`src/vga_defs.svh`:
```
// 1024x768 timing and picture placement constants; picture must fit inside the active area
`ifndef VGA_DEFS_SVH
`define VGA_DEFS_SVH

////////////////////////////////////////////////////////////////////////////
// Horizontal timing, in pixels
////////////////////////////////////////////////////////////////////////////

// Visible pixels per line
`define VGA_H_ACTIVE 1024
// Front porch after the active area
`define VGA_H_FP 24
// Sync pulse width
`define VGA_H_SYNC 136
// Full line including back porch
`define VGA_H_TOTAL 1344

////////////////////////////////////////////////////////////////////////////
// Vertical timing, in lines
////////////////////////////////////////////////////////////////////////////

`define VGA_V_ACTIVE 768
`define VGA_V_FP 3
`define VGA_V_SYNC 6
`define VGA_V_TOTAL 806

////////////////////////////////////////////////////////////////////////////
// Picture rectangle and frame colour
////////////////////////////////////////////////////////////////////////////

// Top left corner on screen
`define PICT_XPOS 0
`define PICT_YPOS 500
// Size, at most 256 in each direction for the 8+8 bit address
`define PICT_W 240
`define PICT_H 256
// One pixel frame around the screen edge
`define BORDER_RGB 12'hFFF

`endif

```
`src/vga_timing_pkg.sv`:
```
// Shared VGA bus layout; counts are 12 bits, so totals above 4095 are not supported
`default_nettype none

package vga_timing_pkg;

        ////////////////////////////////////////////////////////////////////////////
        // Bus passed from stage to stage in 40 bits
        ////////////////////////////////////////////////////////////////////////////

        typedef struct packed {
                // Pixel position within the line
                logic [11:0] hcount;
                // Line position within the frame
                logic [11:0] vcount;
                // Horizontal sync is active high here
                logic        hs;
                // Outside the visible pixels of a line
                logic        hblnk;
                // Vertical sync is active high here
                logic        vs;
                // Outside the visible lines of a frame
                logic        vblnk;
                // Colour drawn so far with 4 bits per channel
                logic [11:0] rgb;
        } vga_bus_t;

endpackage

`default_nettype wire

```
`src/vga_timing.sv`:
```
// Free-running 1024x768 timing; syncs are active high and no polarity conversion is done
`default_nettype none

`include "vga_defs.svh"

module vga_timing
        import vga_timing_pkg::*;
(
        input  logic     clk,
        input  logic     rst,
        output vga_bus_t bus
);

        // Wrap points
        localparam logic [11:0] H_LAST = 12'(`VGA_H_TOTAL - 1);
        localparam logic [11:0] V_LAST = 12'(`VGA_V_TOTAL - 1);

        // Blank starts right after the active area
        localparam logic [11:0] H_BLNK_START = 12'(`VGA_H_ACTIVE);
        localparam logic [11:0] V_BLNK_START = 12'(`VGA_V_ACTIVE);

        // Sync windows, both ends inclusive
        localparam logic [11:0] H_SYNC_START = 12'(`VGA_H_ACTIVE + `VGA_H_FP);
        localparam logic [11:0] H_SYNC_END   = 12'(`VGA_H_ACTIVE + `VGA_H_FP + `VGA_H_SYNC - 1);
        localparam logic [11:0] V_SYNC_START = 12'(`VGA_V_ACTIVE + `VGA_V_FP);
        localparam logic [11:0] V_SYNC_END   = 12'(`VGA_V_ACTIVE + `VGA_V_FP + `VGA_V_SYNC - 1);

        logic [11:0] hcount_nxt;
        logic [11:0] vcount_nxt;

        ////////////////////////////////////////////////////////////////////////////
        // Next count
        ////////////////////////////////////////////////////////////////////////////

        always_comb begin
                hcount_nxt = bus.hcount + 12'd1;
                vcount_nxt = bus.vcount;
                // End of line, step the line counter
                if (bus.hcount == H_LAST) begin
                        hcount_nxt = '0;
                        if (bus.vcount == V_LAST)
                                vcount_nxt = '0;
                        else
                                vcount_nxt = bus.vcount + 12'd1;
                end
        end

        // Syncs and blanks decoded from the next count
        // so they line up with the registered count
        always_ff @(posedge clk) begin
                if (rst) begin
                        bus <= '0;
                end else begin
                        bus.hcount <= hcount_nxt;
                        bus.vcount <= vcount_nxt;
                        bus.hblnk  <= hcount_nxt >= H_BLNK_START;
                        bus.hs     <= (hcount_nxt >= H_SYNC_START) && (hcount_nxt <= H_SYNC_END);
                        bus.vblnk  <= vcount_nxt >= V_BLNK_START;
                        bus.vs     <= (vcount_nxt >= V_SYNC_START) && (vcount_nxt <= V_SYNC_END);
                        // Nothing drawn yet
                        bus.rgb    <= '0;
                end
        end

        // Counters never leave the frame
        a_count_range: assert property (@(posedge clk) disable iff (rst)
                (bus.hcount <= H_LAST) && (bus.vcount <= V_LAST))
                else $error("vga_timing count out of range h=%0d v=%0d",
                            bus.hcount, bus.vcount);

endmodule

`default_nettype wire

```
`config.mk`:
```
export PLATFORM = sky130hd
export DESIGN_NAME = vga_timing
export DESIGN_NICKNAME = d
export VERILOG_FILES = /design/src/vga_timing_pkg.sv /design/src/vga_timing.sv
export VERILOG_INCLUDE_DIRS = /design/src
export SDC_FILE = /design/constraint.sdc
export NUM_CORES = 1
export LEC_CHECK = 0
export BUFFER_PORTS_ARGS = -buffer_cell sky130_fd_sc_hd__buf_2
export CORE_ASPECT_RATIO = 0.7
export CORE_MARGIN = 5
export CORE_UTILIZATION = 49
export CTS_BUF_LIST = sky130_fd_sc_hd__clkbuf_8
export DETAILED_ROUTE_END_ITERATION = 16
export GPL_TIMING_DRIVEN = 0
export PLACE_DENSITY = 0.83
export SLEW_MARGIN = 20
export SYNTH_ARGS = -nofsm -noshare
export SYNTH_HDL_FRONTEND = slang
export SYNTH_SLANG_ARGS = --single-unit
```
`constraint.sdc`:
```
create_clock -name clk -period 2.6 [get_ports clk]
set_input_delay 0.26 -clock clk [delete_from_list [all_inputs] [get_ports clk]]
set_output_delay 0.26 -clock clk [all_outputs]
set_load 0.01 [all_outputs]
```
==> summary.md <==
| Metric | Value |
|---|---|
| Worst reg2reg path depth | 8 |
| Largest family of logic cells by synthesized area | simple AND/OR/NAND/NOR gates |
| Critical path, cell by cell | buf_6 > or4_4 > or4_4 > buf_6 > nor3_4 > mux2_4 > o21a_1 > nor4b_2 |
| Synth-to-layout area growth | 21.7% |
| Flops & latches, synth | 28 |
| Slew Limit Fails | 0 |
| Post-Synth XOR/XNOR Area | 9.38% |
| Nets | 259 |
| Min-delay src | rst |
| DP HPWL | 2.82 mm |
| CP Capture Type | flop |
| Synth top area share | 33.4% |
| Met1 GRT Util | 24.1% |
| Setup_tns | 0 ns |
| Setup violations, final | 0 |
| Drt pass-1 iters | 4 |
| Most frequent cells in the layout | buf_2, nor2_1, dfxtp_1, buf_4, nand2_1 |
| Worst r2r src | bus[35] |
| Post-synthesis sequential area ratio | 33.4% |
| DRT Wirelength | 3.81 mm |
| Critical Path Max Stage Delay | 0.54 ns |
| Crit start category | flop |
| Post-synthesis adder-cell area fraction | 2.98% |
| CTS tree | done |
| PD cells | 405 nW/um^2 |
| Area leader, netlist | dfxtp_1 |
| Pre-CTS setup slack | -0.136 ns |
| DR DRC count | 0 |
| Core Region | 3230 um^2 |
| Crit path required time | 2.80 ns |
| Clock transition at the registers of the reported paths | 0.10 ns |
| Die H | 59.0 um |
| Via count | 1,535 |
| Hold depth | 4 |
| Top Registers | bus (28) |
| Initial antenna violation count | 0 |
| R2R Setup Slk | 0.04 ns |
| Slowest stage cell, crit path | or4_4 |
| Site Rows | 17 |
| Worst Path Max Fanout | 9 |
| Gr busiest metal | met1 |
| Worst min-delay path endpoint | bus[38] |
| Mux contribution to synthesized area | 1.86% |
| Final min period | 2.56 ns |
| Mapped Avg Cell Area | 8.12 um^2 |
| Max reg flops | 28 |
| Largest register by flop count | bus |
| Mapped Cells | 207 |
| Total track usage | 16.2% |
| Lkg Pwr | 0.900 nW |
| Met2 Track Usage GR | 23.0% |
| DRT iter0 DRCs | 172 |
| Ranking of synthesized cells by area | dfxtp_1, nor2_1, buf_4, xnor2_1, xor2_1 |
| Dpl cell area | 1930 um^2 |
| GP Congestion | 0.892 |
| Dominant synthesized flop cell | dfxtp_1 |
| Commonest non-fill, non-tap cell in the layout | buf_2 |
| ANT cells | 0 |
| WL/cell | 12.8 um |
| Post-synth ARST share | 0% |
| Max Freq | 390 MHz |
| GR Overflow Total | 0 |
| TritonCTS buffer count | 3 |
| Kind of critical path | flop to flop |
| Status | finished, final reports clean |
| Met3 track demand over resource | 4.56% |
| Initial core utilization | 52.0% |
| CTS Buffer Depth | 2 |
| Design Area, Final | 2040 um^2 |
| Number of global-route vias before repair | 1,290 |
| Post-route setup slack | 0.0357 ns |
| Worst Path Arrival | 2.76 ns |
| ANT nets after route | 0 |
| Final Hold Viols | 0 |
| Port Buffers | 29 |
| Worst R2R End | bus[13] |
| Largest net degree at the start of global routing | 17 |
| First-pass GRT wire length | 6.02 mm |
| Max-cap violations | 0 |
| Distinct cells, synth | 45 |
| Yosys warning count | 0 |
| Rel. slew slack | 62.5% |
| Worst clock skew | 0.00488 ns |
| Synth Area in Simple Gates | 28.4% |
| Horiz. Die Dim | 80.0 um |
| Util after Layout | 63.2% |
| H-tree depth | 1 |
| Post-synth EDFFs | 0 |
| I/O pins | 42 |
| Share of cells above drive strength 1 | 27.4% |
| Clock Tree Root | clkbuf_8 |
| Vias per inst | 5.13 |
| Die area | 4720 um^2 |
| Worst-Margin Slew | 0.559 ns |
| Worst Hold Class | input pin to flop |
| CTS Sinks | 28 |
| Post-Syn Area | 1680 um^2 |
| Worst skew pair latency | 0.28 ns |
| Final period util | 98.6% |
| Peak supply drop | 0.000298 V |
| Compound-cell area share of the yosys netlist | 13.8% |
[metal layers]
metal,vias to the layer above,part of all wire [%]
li1,785,-
met1,690,50
met2,56,42
met3,4,8.2
met4,0,0.63
met5,-,0
[where the power goes]
group / internal [mW] / total [mW] / switching, mW / leakage, nW
registers: 0.433 / 0.440 / 0.00718 / 0.227
clock network: 0.206 / 0.344 / 0.137 / 0.0357
logic: 0.0207 / 0.0448 / 0.0241 / 0.637
[cells by family after synthesis]
kind of cell / Yosys count
mux: 3
flops: 28
simple gates: 90
other cells: 1
buf+inv: 27
xor+xnor: 18
compound gates: 36
fa+ha+maj: 4
[synthesized netlist by cell type (all sizes together), types with 2 or more instances]
cell / count
o21a: 2
xnor2: 9
xor2: 9
nor2: 29
and3: 5
clkbuf: 6
nand2: 13
nand4: 4
ha: 4
nor2b: 3
nor3: 6
a21o: 2
nand3: 11
a21oi: 12
o21ai: 9
mux2i: 2
o22ai: 2
or3: 2
nor4: 2
nand2b: 4
inv: 4
or2: 3
buf: 17
dfxtp: 28
or4: 3
[metrics by stage]
stage                     power [mW]  hold WS (ns)  std cells
final                          0.829         0.378        299
after floorplan                0.484         0.503        218
after CTS                      0.837         0.370        299
after global routing           0.864         0.374        299
after global placement         0.493         0.490        294
after detailed placement       0.493         0.501        294
[worst max-delay path, delay by kind of cell, from the launching register on]
family | cells | cell delay (ns)
AO/OA/AOI/OAI | 1 | 0.20
buffers and inverters | 2 | 0.28
flip-flops | 1 | 0.34
multiplexers | 1 | 0.32
AND/OR/NAND/NOR | 4 | 1.35
[layout make-up]
type	instances	area, um^2
sequential	28	564
buffer	23	159
timing repair buffer	30	153
clock inverter	1	30.0
clock buffer	3	41.3
tap	47	58.8
multi-input combinational	163	1020
inverter	4	15.0
fill	285	1190
[worst max-delay path by stage]
stage               startpoint  endpoint  slack (ns)  cells after the start
finish                 bus[35]   bus[13]        0.04                      8
global route           bus[35]   bus[13]      -0.009                      8
CTS                    bus[35]   bus[13]        0.02                      8
detailed placement     bus[28]   bus[13]       -0.14                      8
global placement       bus[28]   bus[13]       -0.13                      8
floorplan              bus[34]   bus[13]      0.0001                      8
[timing repair]
item / 4_1_cts / 5_1_grt
hold buffers: 0 / 0
buffers inserted: 1 / 0
endpoints found under the setup margin: 2 / 2
resized for setup: 3 / 9
gates cloned: 0 / 0
pin swaps: 1 / 0
No activity file was read; power rests on OpenSTA's default activity.
