File: config.mk
export PLATFORM = sky130hd
export DESIGN_NAME = vga_draw_pict
export DESIGN_NICKNAME = d
export VERILOG_FILES = /design/src/vga_timing_pkg.sv /design/src/vga_pict_pkg.sv /design/src/vga_draw_pict.sv
export VERILOG_INCLUDE_DIRS = /design/src
export SDC_FILE = /design/constraint.sdc
export NUM_CORES = 1
export LEC_CHECK = 0
export BUFFER_PORTS_ARGS = -buffer_cell sky130_fd_sc_hd__buf_2
export CORE_ASPECT_RATIO = 1.25
export CORE_UTILIZATION = 35
export DETAILED_ROUTE_END_ITERATION = 16
export PLACE_DENSITY = 0.69
export SYNTH_ARGS = -nofsm -noshare
export SYNTH_HDL_FRONTEND = slang
export SYNTH_SLANG_ARGS = --single-unit
File: constraint.sdc
create_clock -name clk -period 1.9 [get_ports clk]
set_clock_uncertainty 0.05 [all_clocks]
set_input_delay 0 -clock clk [delete_from_list [all_inputs] [get_ports clk]]
set_output_delay 0 -clock clk [all_outputs]
set_load 0.005 [all_outputs]
File: src/vga_defs.svh
// 1024x768 timing and picture placement constants; picture must fit inside the active area
`ifndef VGA_DEFS_SVH
`define VGA_DEFS_SVH

////////////////////////////////////////////////////////////////////////////
// Horizontal timing, in pixels
////////////////////////////////////////////////////////////////////////////

// Visible pixels per line
`define VGA_H_ACTIVE 1024
// Front porch after the active area
`define VGA_H_FP 24
// Sync pulse width
`define VGA_H_SYNC 136
// Full line including back porch
`define VGA_H_TOTAL 1344

////////////////////////////////////////////////////////////////////////////
// Vertical timing, in lines
////////////////////////////////////////////////////////////////////////////

`define VGA_V_ACTIVE 768
`define VGA_V_FP 3
`define VGA_V_SYNC 6
`define VGA_V_TOTAL 806

////////////////////////////////////////////////////////////////////////////
// Picture rectangle and frame colour
////////////////////////////////////////////////////////////////////////////

// Top left corner on screen
`define PICT_XPOS 0
`define PICT_YPOS 500
// Size, at most 256 in each direction for the 8+8 bit address
`define PICT_W 240
`define PICT_H 256
// One pixel frame around the screen edge
`define BORDER_RGB 12'hFFF

`endif

File: src/vga_timing_pkg.sv
// Shared VGA bus layout; counts are 12 bits, so totals above 4095 are not supported
`default_nettype none

package vga_timing_pkg;

        ////////////////////////////////////////////////////////////////////////////
        // Bus passed from stage to stage in 40 bits
        ////////////////////////////////////////////////////////////////////////////

        typedef struct packed {
                // Pixel position within the line
                logic [11:0] hcount;
                // Line position within the frame
                logic [11:0] vcount;
                // Horizontal sync is active high here
                logic        hs;
                // Outside the visible pixels of a line
                logic        hblnk;
                // Vertical sync is active high here
                logic        vs;
                // Outside the visible lines of a frame
                logic        vblnk;
                // Colour drawn so far with 4 bits per channel
                logic [11:0] rgb;
        } vga_bus_t;

endpackage

`default_nettype wire

File: src/vga_pict_pkg.sv
// Picture types; 12-bit RGB only, picture address is row byte over column byte
`default_nettype none

package vga_pict_pkg;

        // One pixel colour, red in the top nibble
        typedef struct packed {
                logic [3:0] r;
                logic [3:0] g;
                logic [3:0] b;
        } rgb_t;

        ////////////////////////////////////////////////////////////////////////////
        // Host write into the picture buffer, 29 bits
        ////////////////////////////////////////////////////////////////////////////

        typedef struct packed {
                // Write strobe, one pixel per cycle
                logic        en;
                // Row in [15:8], column in [7:0]
                logic [15:0] addr;
                rgb_t        data;
        } pict_wr_t;

        // Overlay behaviour, latched once per frame
        typedef enum logic [1:0] {
                PICT_OPAQUE,
                PICT_KEYED,
                PICT_HIDDEN
        } pict_mode_e;

endpackage

`default_nettype wire

File: src/vga_draw_pict.sv
// Picture overlay with a fixed 2 cycle latency; needs an external buffer with 1 cycle read
`default_nettype none

`include "vga_defs.svh"

module vga_draw_pict
        import vga_timing_pkg::*;
        import vga_pict_pkg::*;
(
        input  logic        clk,
        input  logic        rst,
        input  pict_mode_e  pict_mode,
        input  rgb_t        key_color,
        input  vga_bus_t    bus_in,
        input  rgb_t        rd_data,
        output logic [15:0] rd_addr,
        output vga_bus_t    bus_out
);

        // Picture rectangle in screen coordinates
        localparam logic [11:0] PICT_X0     = 12'(`PICT_XPOS);
        localparam logic [11:0] PICT_Y0     = 12'(`PICT_YPOS);
        localparam logic [11:0] PICT_WIDTH  = 12'(`PICT_W);
        localparam logic [11:0] PICT_HEIGHT = 12'(`PICT_H);

        logic [11:0] rel_x;
        logic [11:0] rel_y;
        logic        hit_in;
        logic        frame_origin;
        vga_bus_t    bus_s1;
        logic        hit_s1;
        pict_mode_e  mode_q;
        rgb_t        key_q;
        logic        show_pict;

        ////////////////////////////////////////////////////////////////////////////
        // Address generation
        ////////////////////////////////////////////////////////////////////////////

        // Position relative to the picture corner
        assign rel_x = bus_in.hcount - PICT_X0;
        assign rel_y = bus_in.vcount - PICT_Y0;

        // Left of or above the corner wraps to a large value
        assign hit_in = (rel_x < PICT_WIDTH) && (rel_y < PICT_HEIGHT);

        // Row byte over column byte
        assign rd_addr = {rel_y[7:0], rel_x[7:0]};

        assign frame_origin = (bus_in.hcount == '0) && (bus_in.vcount == '0);

        // Mode and key only change at the frame origin
        always_ff @(posedge clk) begin
                if (rst)
                        mode_q <= PICT_HIDDEN;
                else if (frame_origin)
                        mode_q <= pict_mode;
        end

        always_ff @(posedge clk) begin
                if (frame_origin)
                        key_q <= key_color;
        end

        // First stage, waits for the memory read
        always_ff @(posedge clk) begin
                if (rst) begin
                        bus_s1 <= '0;
                        hit_s1 <= 1'b0;
                end else begin
                        bus_s1 <= bus_in;
                        hit_s1 <= hit_in;
                end
        end

        ////////////////////////////////////////////////////////////////////////////
        // Overlay decision
        ////////////////////////////////////////////////////////////////////////////

        always_comb begin
                show_pict = 1'b0;
                if (hit_s1 && !bus_s1.hblnk && !bus_s1.vblnk) begin
                        case (mode_q)
                                PICT_OPAQUE: show_pict = 1'b1;
                                // Key colour lets the background through
                                PICT_KEYED:  show_pict = rd_data != key_q;
                                default:     show_pict = 1'b0;
                        endcase
                end
        end

        // Output register
        always_ff @(posedge clk) begin
                if (rst) begin
                        bus_out <= '0;
                end else begin
                        bus_out <= bus_s1;
                        if (show_pict)
                                bus_out.rgb <= rd_data;
                end
        end

        // Counts leave exactly two cycles after they enter
        a_latency: assert property (@(posedge clk) disable iff (rst)
                bus_out.hcount == $past(bus_in.hcount, 2))
                else $error("vga_draw_pict latency mismatch");

endmodule

`default_nettype wire

==> results.toml <==
[timing]
hold_viol_final = 0
rsz0062_at_grt = "no"
slew-limit-headroom = 0.780
final.setup.worst_slack_ns = 0.223
finalSetupViolCount = 0
worst_pin_slew_ns = 0.327
min_period_ns = 1.68
timing.final.crit_share = 0.883
drv_slew = 0
fmax_mhz = 596

[finish]
fin_util = 0.545
area_growth_pct = 48.8
final_cell_mix = "123 x buf_2, 83 x dfxtp_1, 67 x dlygate4sd3_1, 66 x nor2b_1, 26 x nand2b_1"
final_common_cell = "buf_2"
antenna_cells = 0
nNetsFinal = 531
num-fill-cells = 791
ff_latch_area_mm2 = 0.00202
drive_above_1_share = 0.319
design_area_mm2 = 0.00482
multi_input_area_mm2 = 0.00108

[worst_setup_path]
worstPathMaxFanout = 14
cp_top_family = "buffers and inverters"
crit_chain = "dlygate4sd3_1, buf_2, nor4b_2, nand4_1, nor3_2, buf_12, mux2i_1, nand2b_1"
criticalPathCategory = "in2reg"
endpoint_kind = "flip-flop"
crit_slowest_cell = "dlygate4sd3_1"
worstPathArrival_ns = 1.88
cp-start-kind = "input port"
critPathBufInv = 3
worst_ep_required_time_ns = 2.10
cpPeakStageDelay_ns = 0.53

[synth]
synth_fa_ha_area_frac = 0.00387
synth_xor_area_frac = 0.0433
yosys.area.top_type = "dfxtp_1"
muxShareOfSynthArea = 0.0464
avgSynthCellArea_um2 = 11.8
synth_nets = 344
ys_seq_area_frac = 0.625
syn_inst = 275
synth-simple-area-share = 0.232
yosys_warnings = 0
synth_top_family_by_area = "simple AND/OR/NAND/NOR gates"
synth_compound_area_frac = 0.00773
synthesis.area_mm2 = 0.00324
ys_types = 27
synthTopCellsByArea = "dfxtp_1 51%, nor2b_1 13%, edfxtp_1 11%"
synth_top_area_share = 0.513
synth_seq_cells = 95

[route]
dr.pass1.iters = 4
wl_mm = 7.33
wl_met2_mm = 3.82
met3_length_um = 504
via_per_inst = 4.17
m1WireLength_mm = 2.89
wire_per_inst_um = 12.5
drt_iter0_drc = 45
vias = 2449
drc = 0
ant_nets = 0
highest_layer = "met4"

[die]
design.portCount = 124
dieWidth_um = 88.0
start_util = 0.366
fp-row-count = 38
die_h_um = 110
dieArea_mm2 = 0.00964
core_area_mm2 = 0.00884

[cts]
cts_buffers = 9
ctsRootBufferMaster = "clkbuf_8"
cts.sink_count = 95
cts.clk_slew.worst_paths_ns = 0.09
clk_latency_ns = 0.35
h-tree-depth = 3
cts_tree = "done"
post_cts_resized = 0
clk_path_buf_depth = 2

[placed_design]
place_area_mm2 = 0.00392
port_buffers = 123
pre_cts_ws_ns = -0.108
hpwl_mm = 4.66
gp_congestion = 0.744

[power_and_ir_drop]
power.density_mw_per_mm2 = 796
leakagePower_nw = 2.08
total_power_w = 0.00383
ir_drop_mv = 0.488

[outcome]
status = "complete, no violations"

[global_route]
grt_pass1_wl_mm = 11.2
first_global_vias = 2521
track_usage = 0.157
grt_max_degree = 36
antenna_found_initial = 0
grt-ovfl-total = 0

[flow_run]
cap_violations = 0

[hold_path]
hold_path.class = "in2out"
==> final cells by class <==
cell class / instances / share of cell area
multi-input cells: 156 / 0.224
clock inverters: 3 / 0.00442
inverters: 3 / 0.00234
flip-flops and latches: 95 / 0.420
clock buffers: 13 / 0.0374
repair buffers: 197 / 0.281
well taps: 120 / 0.0312
==> worst register-to-register path: cells and delay by family, from the launching register on <==
family	cells	cell delay (ns)
AND/OR/NAND/NOR	3	0.58
XOR/XNOR	1	0.20
buffers and inverters	1	0.18
flip-flops	1	0.41
multiplexers	1	0.12
==> state kept, by name, indices dropped and copies added (netlist names) <==
register	cells
bus_out	40
bus_s1	40
hit_s1	1
key_q	12
mode_q	2
==> kinds of logic after synthesis <==
kind of cell / count (synthesis)
AND/OR/NAND/NOR: 120
AO/OA/AOI/OAI: 4
buffers and inverters: 24
XOR/XNOR: 16
flip-flops: 95
multiplexers: 15
adder cells (fa/ha/maj): 1
==> report_power, final <==
group | total (W) | internal, W | switching [W]
Clock | 0.00130 | 0.000631 | 0.000668
Combinational | 0.000408 | 0.000250 | 0.000158
Sequential | 0.00213 | 0.00211 | 0.0000188
==> path summary, 6_finish.rpt <==
check / startpoint / to / slack (ns) / cells after the start
worst min register to register: bus_s1[24] / bus_out[24] / 0.39 / 1
worst max register to register: key_q[2] / bus_out[10] / 0.27 / 6
worst min-delay path: bus_in[18] / rd_addr[10] / 0.23 / 3
worst max-delay path: bus_in[20] / mode_q[1] / 0.22 / 8
==> cell usage after synthesis (all sizes together) <==
cell,number
o21ai,2
or3,1
buf,11
nor4b,1
and4b,1
dfxtp,83
nand4,3
nor2,8
mux2i,15
xor2,1
nand3,1
inv,3
nand2b,26
a21oi,1
a41o,1
nor3,3
xnor2,15
clkbuf,10
ha,1
nor2b,66
nor4,5
nand2,5
edfxtp,12
==> what timing repair did <==
| action | in CTS | in global routing |
|---|---|---|
| buffers inserted | 3 | 0 |
| hold buffers | 67 | 0 |
| endpoints found under the hold margin | 67 | 0 |
| setup endpoints to repair | 12 | 0 |
==> per-stage QoR <==
stage               hold WS, ns  std cells  TNS [ns]
floorplan              -0.00574        275         0
finish                    0.227        587         0
global route              0.256        587         0
detailed placement        0.129        501     -1.13
CTS                       0.233        587         0
global placement          0.130        501         0
==> metal layers <==
layer / track usage / vias to the layer above
met3: 0.0518 / 11
met1: 0.159 / 1106
met2: 0.293 / 90
li1: - / 1242
met4: 0.0622 / 0
met5: 0 / -
(Power assumes the default switching activity.)
