## src/vga_defs.svh

```systemverilog
// 1024x768 timing and picture placement constants; picture must fit inside the active area
`ifndef VGA_DEFS_SVH
`define VGA_DEFS_SVH

////////////////////////////////////////////////////////////////////////////
// Horizontal timing, in pixels
////////////////////////////////////////////////////////////////////////////

// Visible pixels per line
`define VGA_H_ACTIVE 1024
// Front porch after the active area
`define VGA_H_FP 24
// Sync pulse width
`define VGA_H_SYNC 136
// Full line including back porch
`define VGA_H_TOTAL 1344

////////////////////////////////////////////////////////////////////////////
// Vertical timing, in lines
////////////////////////////////////////////////////////////////////////////

`define VGA_V_ACTIVE 768
`define VGA_V_FP 3
`define VGA_V_SYNC 6
`define VGA_V_TOTAL 806

////////////////////////////////////////////////////////////////////////////
// Picture rectangle and frame colour
////////////////////////////////////////////////////////////////////////////

// Top left corner on screen
`define PICT_XPOS 0
`define PICT_YPOS 500
// Size, at most 256 in each direction for the 8+8 bit address
`define PICT_W 240
`define PICT_H 256
// One pixel frame around the screen edge
`define BORDER_RGB 12'hFFF

`endif

```

## src/vga_timing_pkg.sv

```systemverilog
// Shared VGA bus layout; counts are 12 bits, so totals above 4095 are not supported
`default_nettype none

package vga_timing_pkg;

        ////////////////////////////////////////////////////////////////////////////
        // Bus passed from stage to stage in 40 bits
        ////////////////////////////////////////////////////////////////////////////

        typedef struct packed {
                // Pixel position within the line
                logic [11:0] hcount;
                // Line position within the frame
                logic [11:0] vcount;
                // Horizontal sync is active high here
                logic        hs;
                // Outside the visible pixels of a line
                logic        hblnk;
                // Vertical sync is active high here
                logic        vs;
                // Outside the visible lines of a frame
                logic        vblnk;
                // Colour drawn so far with 4 bits per channel
                logic [11:0] rgb;
        } vga_bus_t;

endpackage

`default_nettype wire

```

## src/vga_pict_pkg.sv

```systemverilog
// Picture types; 12-bit RGB only, picture address is row byte over column byte
`default_nettype none

package vga_pict_pkg;

        // One pixel colour, red in the top nibble
        typedef struct packed {
                logic [3:0] r;
                logic [3:0] g;
                logic [3:0] b;
        } rgb_t;

        ////////////////////////////////////////////////////////////////////////////
        // Host write into the picture buffer, 29 bits
        ////////////////////////////////////////////////////////////////////////////

        typedef struct packed {
                // Write strobe, one pixel per cycle
                logic        en;
                // Row in [15:8], column in [7:0]
                logic [15:0] addr;
                rgb_t        data;
        } pict_wr_t;

        // Overlay behaviour, latched once per frame
        typedef enum logic [1:0] {
                PICT_OPAQUE,
                PICT_KEYED,
                PICT_HIDDEN
        } pict_mode_e;

endpackage

`default_nettype wire

```

## src/vga_draw_bg.sv

```systemverilog
// Background fill with a one pixel white frame; one cycle latency, bus otherwise unchanged
`default_nettype none

`include "vga_defs.svh"

module vga_draw_bg
        import vga_timing_pkg::*;
        import vga_pict_pkg::*;
(
        input  logic     clk,
        input  logic     rst,
        input  rgb_t     bg_color,
        input  vga_bus_t bus_in,
        output vga_bus_t bus_out
);

        // Last visible pixel and line
        localparam logic [11:0] H_EDGE = 12'(`VGA_H_ACTIVE - 1);
        localparam logic [11:0] V_EDGE = 12'(`VGA_V_ACTIVE - 1);

        logic        on_border;
        logic [11:0] rgb_nxt;

        ////////////////////////////////////////////////////////////////////////////
        // Colour select
        ////////////////////////////////////////////////////////////////////////////

        // Outermost row or column of the visible area
        assign on_border = (bus_in.hcount == '0) || (bus_in.hcount == H_EDGE) ||
                           (bus_in.vcount == '0) || (bus_in.vcount == V_EDGE);

        always_comb begin
                if (bus_in.hblnk || bus_in.vblnk) begin
                        // Black in blanking
                        rgb_nxt = '0;
                end else if (on_border) begin
                        rgb_nxt = `BORDER_RGB;
                end else begin
                        rgb_nxt = bg_color;
                end
        end

        // Output register
        always_ff @(posedge clk) begin
                if (rst) begin
                        bus_out <= '0;
                end else begin
                        bus_out     <= bus_in;
                        // Only the colour changes here
                        bus_out.rgb <= rgb_nxt;
                end
        end

endmodule

`default_nettype wire

```

## config.mk

```make
export PLATFORM = sky130hd
export DESIGN_NAME = vga_draw_bg
export DESIGN_NICKNAME = d
export VERILOG_FILES = /design/src/vga_timing_pkg.sv /design/src/vga_pict_pkg.sv /design/src/vga_draw_bg.sv
export VERILOG_INCLUDE_DIRS = /design/src
export SDC_FILE = /design/constraint.sdc
export NUM_CORES = 1
export LEC_CHECK = 0
export BUFFER_PORTS_ARGS = -buffer_cell sky130_fd_sc_hd__buf_4
export CAP_MARGIN = 10
export CORE_MARGIN = 3
export CORE_UTILIZATION = 42
export CTS_BUF_LIST = sky130_fd_sc_hd__clkbuf_4 sky130_fd_sc_hd__clkbuf_8
export CTS_CLUSTER_SIZE = 28
export DETAILED_ROUTE_END_ITERATION = 8
export PLACE_DENSITY = 0.85
export RECOVER_POWER = 100
export SLEW_MARGIN = 0
export SYNTH_ARGS = -nofsm -noshare
export SYNTH_HDL_FRONTEND = slang
export SYNTH_SLANG_ARGS = --single-unit
```

## constraint.sdc

```tcl
create_clock -name clk -period 1.7 [get_ports clk]
set_input_delay 0.17 -clock clk [delete_from_list [all_inputs] [get_ports clk]]
set_output_delay 0.17 -clock clk [all_outputs]
set_load 0.01 [all_outputs]
```

==> reports/results.txt, run 1 <==
Worst hold margin = 0.0465 ns
Site Rows = 18
Critical Path RT = 1.91 ns
Slowest cell on the critical path = nand4_1
Crit start category = input pin
Post-detailed-route count of antenna-violating nets = 0
Fillers = 244
Layout cells sized above 1 = 27.5%
PD cells = 944 nW/um^2
Status = finished clean
Core Area = 2610 sq um
Number of clock sinks = 40
Max reg flops = 40
GRT overflow = 0
Largest net degree at the start of global routing = 30
Num ports = 94
Vias in the first global route = 989
Final setup vio count = 0
Initial antenna violation count = 0
Leak = 0.737 nW
Die Span X = 60.0 um
First-pass GRT wire length = 4.26 mm
Hold Crit Class = input pin to flip-flop
Overall routing resource usage = 16.3%
Max incr delay on CP = 0.44 ns
Worst ir drop on vdd = 703 uV
Root Buffer = clkbuf_4
Maxcap violations = 0
Multi-input gate area = 392 sq um
Syn Area/Cell = 11.8 sq um
Most frequent cells in the layout = 41 x buf_4, 40 x dfxtp_1, 40 x clkbuf_1, 27 x nor2b_1, 12 x o21a_1
Seq/Total Area, Yosys = 65.4%
Slew @ Worst Pin = 0.515 ns
Die area = 3600 sq um
WS Path Type = input pin to flip-flop
Syn Nets = 158
Port Buf Inserts = 81
Min Clock Period, post-route = 1.15 ns
Area growth syn-to-layout = 43.4%
Fin area = 1760 sq um
Setup crit end kind = flip-flop
Clock Pin Slew Worst Setup and Hold Paths = 0.11 ns
Net count, final = 242
Cell variety after synth = 18
Die height = 60.0 um
TritonCTS clock tree = yes
CTS max path bufs = 2
Via count = 1014
Cell area after placement = 1850 sq um
CP dominant cell by count = nand4_1
Final hold viol count = 0
Relative slew slack = 65.6%
WL/cell = 12.8 um
Hold_buf cts = 0
CTS HTree Levels = 2
Crit path DAT = 1.36 ns
Cts repair resizes = 0
Starting Density = 46.9%
Total number of yosys warnings = 0
CP Cell Sequence = buf_4, and4_1, nand4_1, nand4_1, o21a_1
DR pass1 iterations = 3
Register area = 801 sq um
Tcrit/Tclk final = 67.6%
Cell count after synthesis = 104
Commonest non-fill, non-tap cell in the layout = buf_4
DRT iter0 DRCs = 40
Final Max Tran Viols = 0
Vias per cell = 4.63
Biggest register = bus_out
Post-Syn Area = 1220 sq um
TritonCTS Buffers = 5
Detailed Route WL = 2.81 mm
Diodes inserted = 0
Crit Path Max Fanout = 12
Post-CTS Setup Bufs = 0
Fin Setup TNS = 0 ns
Highest Clock Rate = 870 MHz
DRC viols = 0
Dpl hpwl = 2.19 mm
RSZ-0062 raised after global routing = false
Biggest regs = bus_out (40)
Routability Congestion = 0.685
#FFs+latches synth = 40
[cell families (layout without fill, tap and decap cells)]
logic type      count (synthesis)  in the layout  synth area share [%]
flops                          40             40                  65.4
simple gates                   47             47                  25.1
compound gates                 12             12                  7.35
buf+inv                         5             90                  2.14
[final cells by class]
class,instances,share of cell area (%)
timing repair buffer,82,26.5
clock inverter,2,0.570
multi-input combinational,59,22.3
sequential,40,45.6
clock buffer,6,2.92
tap,30,2.14
[critical path, delay by kind of cell]
family	cells	cell delay [ns]
simple gates	3	0.73
compound gates	1	0.35
buf+inv	1	0.12
[cells in the mapped netlist]
| cell | instances | area, sq um |
|---|---|---|
| nand4_2 | 1 | 12.5 |
| nor3_1 | 3 | 15.0 |
| nor2b_2 | 1 | 8.76 |
| buf_6 | 1 | 11.3 |
| and3_1 | 1 | 6.26 |
| or3_1 | 1 | 6.26 |
| dfxtp_1 | 40 | 801 |
| nand4bb_1 | 1 | 11.3 |
| and4_1 | 1 | 8.76 |
| nand4_1 | 4 | 25.0 |
| nor2b_1 | 27 | 169 |
| clkbuf_1 | 3 | 11.3 |
| nand3_2 | 1 | 10.0 |
| buf_1 | 1 | 3.75 |
| and2_1 | 1 | 6.26 |
| nor2_1 | 1 | 3.75 |
| nor4_1 | 4 | 25.0 |
| o21a_1 | 12 | 90.1 |
[final timing paths]
path	start	endpoint	slack [ns]	cells after the start
setup / recovery	bus_in[22]	bus_out[4]	0.55	5
hold / removal	bg_color[10]	bus_out[10]	0.05	2
[where the power goes]
part / switching, W / internal [W]
Sequential: 0.0000103 / 0.000979
Clock: 0.000281 / 0.000197
Combinational: 0.0000868 / 0.000104
Total: 0.000378 / 0.00128
[per-layer routing]
layer	routed length, um	vias to the layer above	share of wire [%]	track usage (%)
met5	0	-	0	0
met4	27	0	0.96	7.59
met3	485	4	17	8.42
met2	1230	67	44	26.5
met1	1060	427	38	17.4
li1	-	516	-	-
[through the flow]
stage / util, % / total power, W / instances / setup WS [ns]
6_report: 67.2 / 0.00166 / 219 / 0.551
5_1_grt: 67.2 / 0.00174 / 219 / 0.437
4_1_cts: 73.2 / 0.00172 / 219 / 0.723
3_5_place_dp: 70.9 / 0.00124 / 211 / 0.383
3_3_place_gp: 70.9 / 0.00123 / 211 / 0.426
2_1_floorplan: - / 0.00108 / 104 / 0.625
(Power assumes the default switching activity.)
==> run 2: changes to the inputs <==
Settings changed: ABC_AREA set to 1, PLACE_DENSITY 0.85 to 0.82.
Clock period 1.7 ns to 1.1 ns, I/O delays scaled along.
==> run 2 against run 1 <==
Against the previous run: sequential power increased by 55%; hold slack got worse by 0.039 ns; cell area increased by 29%; largest cell class unchanged.
==> reports/results.txt, run 2 <==
DR pass1 iterations = 4 (+1)
Critical Path RT = 1.38 ns (-0.53 ns)
DRC viols = 0 (unchanged)
Highest Clock Rate = 1010 MHz
Biggest regs = bus_out (40)
Die Span X = 63.2 um (+5.4%)
Crit start category = input pin
Overall routing resource usage = 18.6% (+2.3 points)
Max reg flops = 40 (unchanged)
Leak = 1.14 nW (+55%)
Final Non-Filler Cells = 337 (+54%)
Die area = 4000 sq um (+11%)
Synth async-reset ratio = 0% (unchanged)
Worst ir drop on vdd = 803 uV (+14%)
Detailed Route WL = 3.67 mm (+31%)
Syn Area/Cell = 8.00 sq um (-32%)
Post-detailed-route count of antenna-violating nets = 0 (unchanged)
Layout cells sized above 1 = 21.5% (-6.0 points)
Diodes inserted = 0 (unchanged)
Routability Congestion = 0.788 (+15%)
Final hold viol count = 0 (unchanged)
Slew @ Worst Pin = 0.581 ns (+0.0665 ns)
Cts repair resizes = 0 (unchanged)
Net count, final = 347 (+43%)
Cell variety after synth = 13 (-5)
Vias in the first global route = 1329 (+34%)
Area growth syn-to-layout = 64.1%
Via count = 1390 (+37%)
Hold Crit Class = input pin to flip-flop
Number of clock sinks = 40 (unchanged)
WS Path Type = input pin to flip-flop
CTS max path bufs = 2 (unchanged)
Relative slew slack = 61.2% (-4.4 points)
Setup WS post-layout = 0.107 ns (-0.443 ns)
#FFs+latches synth = 40 (unchanged)
Num ports = 94 (unchanged)
Cell area after placement = 2090 sq um (+13%)
Pre-CTS WS = -0.215 ns (-0.599 ns)
Status = finished clean
Dominant synthesized flop cell = dfxtp_1
Critical Path End = bus_out[3]
DRT iter0 DRCs = 31 (-23%)
Clock Pin Slew Worst Setup and Hold Paths = 0.12 ns (about the same)
Min Clock Period, post-route = 0.993 ns
RSZ-0062 raised after global routing = false
Crit Path Max Fanout = 12 (unchanged)
Fin area = 2260 sq um (+29%)
Worst Setup SP = bus_in[12]
Area leader, netlist = dfxtp_1
Largest net degree at the start of global routing = 29 (-3.3%)
WL/cell = 10.9 um (-15%)
Vias per cell = 4.12 (-11%)
Fin Setup TNS = 0 ns (unchanged)
Dpl hpwl = 2.40 mm (+9.9%)
Total number of yosys warnings = 0 (unchanged)
CTS HTree Levels = 2 (unchanged)
Crit path DAT = 1.27 ns (-0.09 ns)
Most common cell in the synthesized netlist = nor2_1
Top post-synthesis cells by area = dfxtp_1 58%, nor2_1 13%, inv_1 11%
Post-synth EDFFs = 0 (unchanged)
Die height = 63.2 um (+5.4%)
First-pass GRT wire length = 5.71 mm (+34%)
Cell count after synthesis = 172 (+65%)
Post-Syn Area = 1380 sq um (+12%)
Core Area = 3080 sq um (+18%)
Setup crit end kind = flip-flop
Placed Cells = 304 (+44%)
Root Buffer = clkbuf_4
PD cells = 1380 nW/um^2 (+46%)
Layout Utilization = 73.4% (+6.1 points)
Syn Nets = 226 (+43%)
Final setup vio count = 0 (unchanged)
Starting Density = 44.7% (-2.2 points)
Initial antenna violation count = 0 (unchanged)
Biggest register = bus_out
Seq/Total Area, Yosys = 58.2% (-7.2 points)
Port Buf Inserts = 81 (unchanged)
TritonCTS Buffers = 5 (unchanged)
Top cells by count, synth = 47 x nor2_1, 40 x dfxtp_1, 39 x inv_1, 24 x nand2_1, 10 x a21oi_2
Final Max Tran Viols = 0 (unchanged)
Fillers = 297 (+22%)
Maxcap violations = 0 (unchanged)
Tcrit/Tclk final = 90.2%
Site Rows = 20 (+2)
GRT overflow = 0 (unchanged)
Commonest non-fill, non-tap cell in the layout = nor2_1
TritonCTS clock tree = yes
Top-area cell type share of the netlist area = 58.2% (-7.2 points)
Most frequent cells in the layout = 47 x nor2_1, 46 x clkbuf_1, 41 x buf_4, 40 x dfxtp_1, 39 x inv_1
[run 2: cell count changes in the layout (fill, tap and decap cells not counted), sizes merged, moves of 2 or more]
cell	change
a21oi	+12
bufinv	+2
clkbuf	+10
clkinv	-2
dlygate4sd3	+26
inv	+40
nand2	+25
nand4	-5
nor2	+47
nor2b	-28
nor3	-3
nor4	-4
o21a	-12
[run 2: how the worst min path moves through the flow]
stage	startpoint	end	slack, ns	cells after the start
after floorplan	bus_in[12]	bus_out[12]	0.22	2
after global placement	bus_in[13]	bus_out[13]	0.32	3
after global routing	bg_color[7]	bus_out[7]	-0.002	3
after CTS	bg_color[9]	bus_out[9]	0.002	3
after detailed placement	bus_in[13]	bus_out[13]	0.32	3
final	bg_color[4]	bus_out[4]	0.008	3
[run 2: where the power goes]
part           internal [W]  switching (W)
combinational      0.000231       0.000197
clock              0.000696       0.000453
sequential          0.00151      0.0000151
total               0.00244       0.000665
[run 2: layout make-up]
class,count,area (sq um),share of cell area [%]
Multi-Input combinational cell,87,372,16.5
Inverter,40,150,6.65
Tap cell,44,55.1,2.44
Clock buffer,5,37.5,1.66
Clock inverter,2,60.1,2.66
Timing Repair Buffer,119,783,34.7
Sequential cell,40,801,35.5
[run 2: stage by stage]
step           hold WS, ns  power (W)
3_3_place_gp         0.315    0.00197
3_5_place_dp         0.324    0.00198
5_1_grt           -0.00238    0.00325
6_report           0.00769    0.00311
4_1_cts            0.00183    0.00317
2_1_floorplan        0.217    0.00171
[run 2: worst max-delay path, cell delays in order]
cell           delay (ns)
dlygate4sd3_1        0.54
clkbuf_4             0.14
nor2_1               0.09
nand2_1              0.05
buf_4                0.18
a21oi_1              0.16
[run 2: cell families after synthesis]
group                  after synthesis  share of synthesized area, %
AOI/OAI and AO/OA                   12                          7.09
DFF                                 40                          58.2
buffers and inverters               45                          13.7
and+or+nand+nor                     75                          21.0
[run 2: what timing repair did]
action,4_1_cts,5_1_grt
buffers inserted,0,0
hold endpoints to repair,21,5
hold buffers,21,5
[run 2: per-layer routing]
metal / GRT usage, % / vias up / wire length [um]
met3: 6.77 / 6 / 267
met4: 8.09 / 0 / 68
met2: 36.0 / 49 / 1980
met5: 0 / - / 0
li1: - / 731 / -
met1: 17.3 / 604 / 1350
==> run 3: changes to the inputs <==
Settings changed: ABC_AREA 1 to unset, CORE_ASPECT_RATIO set to 0.5, CORE_UTILIZATION 42 to 40.
==> run 3 against run 2 <==
Against the previous run: global-route usage decreased by 1.5 points; critical endpoint unchanged; combinational power down 27%; highest routed layer unchanged; fmax increased by 6.6%; cell count down 32%; non-clock buffer count down 32; wire length is 12% lower; critical path type unchanged; core utilization fell by 7.2 points; largest cell class unchanged.
==> reports/results.txt, run 3 (synthesis results as in run 1) <==
Tcrit/Tclk final = 84.7% (-5.6 points)
Vias per cell = 4.52 (+9.6%)
Slew @ Worst Pin = 0.563 ns (-0.0189 ns)
Largest net degree at the start of global routing = 29 (unchanged)
First-pass GRT wire length = 4.97 mm (-13%)
Site Rows = 13 (-35%)
Most frequent cells in the layout = 43 x buf_4, 42 x clkbuf_1, 40 x dfxtp_1, 27 x nor2b_1, 12 x o21a_1
Commonest non-fill, non-tap cell in the layout = buf_4
Final hold viol count = 0 (unchanged)
Fillers = 259 (-13%)
TritonCTS Buffers = 5 (unchanged)
DR top layer = met4
Net count, final = 247 (-29%)
Layout cells sized above 1 = 28.5% (+7.0 points)
Crit start category = input pin
Diodes inserted = 0 (unchanged)
Core Area = 2750 sq um (-11%)
Crit Path Max Fanout = 12 (unchanged)
Detailed Route WL = 3.21 mm (-12%)
Dpl hpwl = 2.45 mm (+1.9%)
Initial antenna violation count = 0 (unchanged)
Starting Density = 44.6% (-0.15 points)
Die area = 3800 sq um (-4.9%)
Hold Path End = bus_out[1]
Setup crit end kind = flip-flop
CTS HTree Levels = 2 (unchanged)
Final Max Tran Viols = 0 (unchanged)
Layout Utilization = 66.2% (-7.2 points)
Relative slew slack = 62.5% (+1.3 points)
Clock Pin Slew Worst Setup and Hold Paths = 0.07 ns (-0.05 ns)
Overall routing resource usage = 17.1% (-1.5 points)
Hold Crit Class = input pin to flip-flop
Cts repair resizes = 0 (unchanged)
Crit path DAT = 1.11 ns (-0.16 ns)
Min-Delay Startpoint = bg_color[1]
Port Buf Inserts = 81 (unchanged)
Highest Clock Rate = 1070 MHz (+6.6%)
WS Path Type = input pin to flip-flop
Critical Path RT = 1.28 ns (-0.10 ns)
Post-detailed-route count of antenna-violating nets = 0 (unchanged)
Final setup vio count = 0 (unchanged)
Number of clock sinks = 40 (unchanged)
Placed Cells = 223 (-27%)
CTS max path bufs = 2 (unchanged)
Min-Delay Path Depth = 2 (-1)
Status = finished clean
Maxcap violations = 0 (unchanged)
M1 WL = 1.20 mm (-11%)
Post-CTS Setup Bufs = 0 (unchanged)
Area growth syn-to-layout = 48.5%
Min Clock Period, post-route = 0.931 ns (-0.0614 ns)
RSZ-0062 raised after global routing = false
Max reg flops = 40 (unchanged)
DRC viols = 0 (unchanged)
Met2 WL = 1.69 mm (-15%)
Num ports = 94 (unchanged)
Biggest register = bus_out
Hold_buf cts = 0 (-100%)
Vias in the first global route = 1044 (-21%)
TritonCTS clock tree = yes
Total power = 0.00276 W (-11%)
Die height = 45.1 um (-29%)
GRT overflow = 0 (unchanged)
DR pass1 iterations = 3 (-1)
Via count = 1040 (-25%)
WL/cell = 14.0 um (+28%)
Biggest regs = bus_out (40)
Worst hold margin = 0.0292 ns (+0.0215 ns)
DRT iter0 DRCs = 17 (-45%)
Routability Congestion = 0.685 (-13%)
Leak = 0.760 nW (-33%)
Met3 wire length = 296 um (+11%)
PD cells = 1520 nW/um^2 (+10%)
Fin area = 1820 sq um (-19%)
Worst ir drop on vdd = 738 uV (-8.0%)
Cell area after placement = 1900 sq um (-9.2%)
Root Buffer = clkbuf_8
Final Non-Filler Cells = 230 (-32%)
Die Span X = 84.3 um (+33%)
==> run 3: cell types whose count changed in the layout (fill, tap and decap cells not counted), sizes merged, moves of 12 or more <==
cell | previous run | this run
dlygate4sd3 | 26 | 0
nor2 | 48 | 1
nor2b | 0 | 28
o21a | 0 | 12
a21oi | 12 | 0
nand2 | 25 | 0
inv | 40 | 0
==> run 3: critical path, stage by stage <==
cell,delay [ns]
clkbuf_1,0.10
and4_1,0.19
nand4_1,0.12
nand4_2,0.31
o21a_1,0.28
==> run 3: metal layers <==
| metal | GRT usage [%] | vias to the layer above |
|---|---|---|
| li1 | - | 527 |
| met1 | 18.1 | 472 |
| met2 | 30.7 | 39 |
| met3 | 8.01 | 2 |
| met4 | 6.73 | 0 |
| met5 | 0 | - |
==> run 3: area by class of cell <==
type                    count  area (sq um)  area share, %
clock buffers               6          76.3           4.20
clock inverters             1          5.00          0.275
multi-input cells          59           398           21.9
flip-flops and latches     40           801           44.0
well taps                  37          46.3           2.54
repair buffers             87           493           27.1
==> run 3: power by group <==
part / internal, W / leakage (nW) / switching (W) / total [W]
Sequential: 0.00151 / 0.331 / 0.0000155 / 0.00153
Combinational: 0.000167 / 0.384 / 0.000144 / 0.000311
Clock: 0.000456 / 0.0445 / 0.000464 / 0.000919
Total: 0.00214 / 0.760 / 0.000623 / 0.00276
==> run 3: through the flow <==
| stage | TNS [ns] | setup WS, ns |
|---|---|---|
| after floorplan | 0 | 0.0852 |
| after global placement | -1.42 | -0.121 |
| after detailed placement | -1.73 | -0.151 |
| after CTS | 0 | 0.154 |
| after global routing | 0 | 0.0736 |
| final | 0 | 0.169 |
==> run 3: how the worst max path moves through the flow <==
stage	start	end	slack [ns]	depth (start not counted)
global route	bus_in[21]	bus_out[2]	0.07	5
detailed placement	bus_in[29]	bus_out[3]	-0.15	5
global placement	bus_in[38]	bus_out[0]	-0.12	5
finish	bus_in[21]	bus_out[3]	0.17	5
floorplan	bus_in[38]	bus_out[10]	0.09	5
CTS	bus_in[29]	bus_out[3]	0.15	5
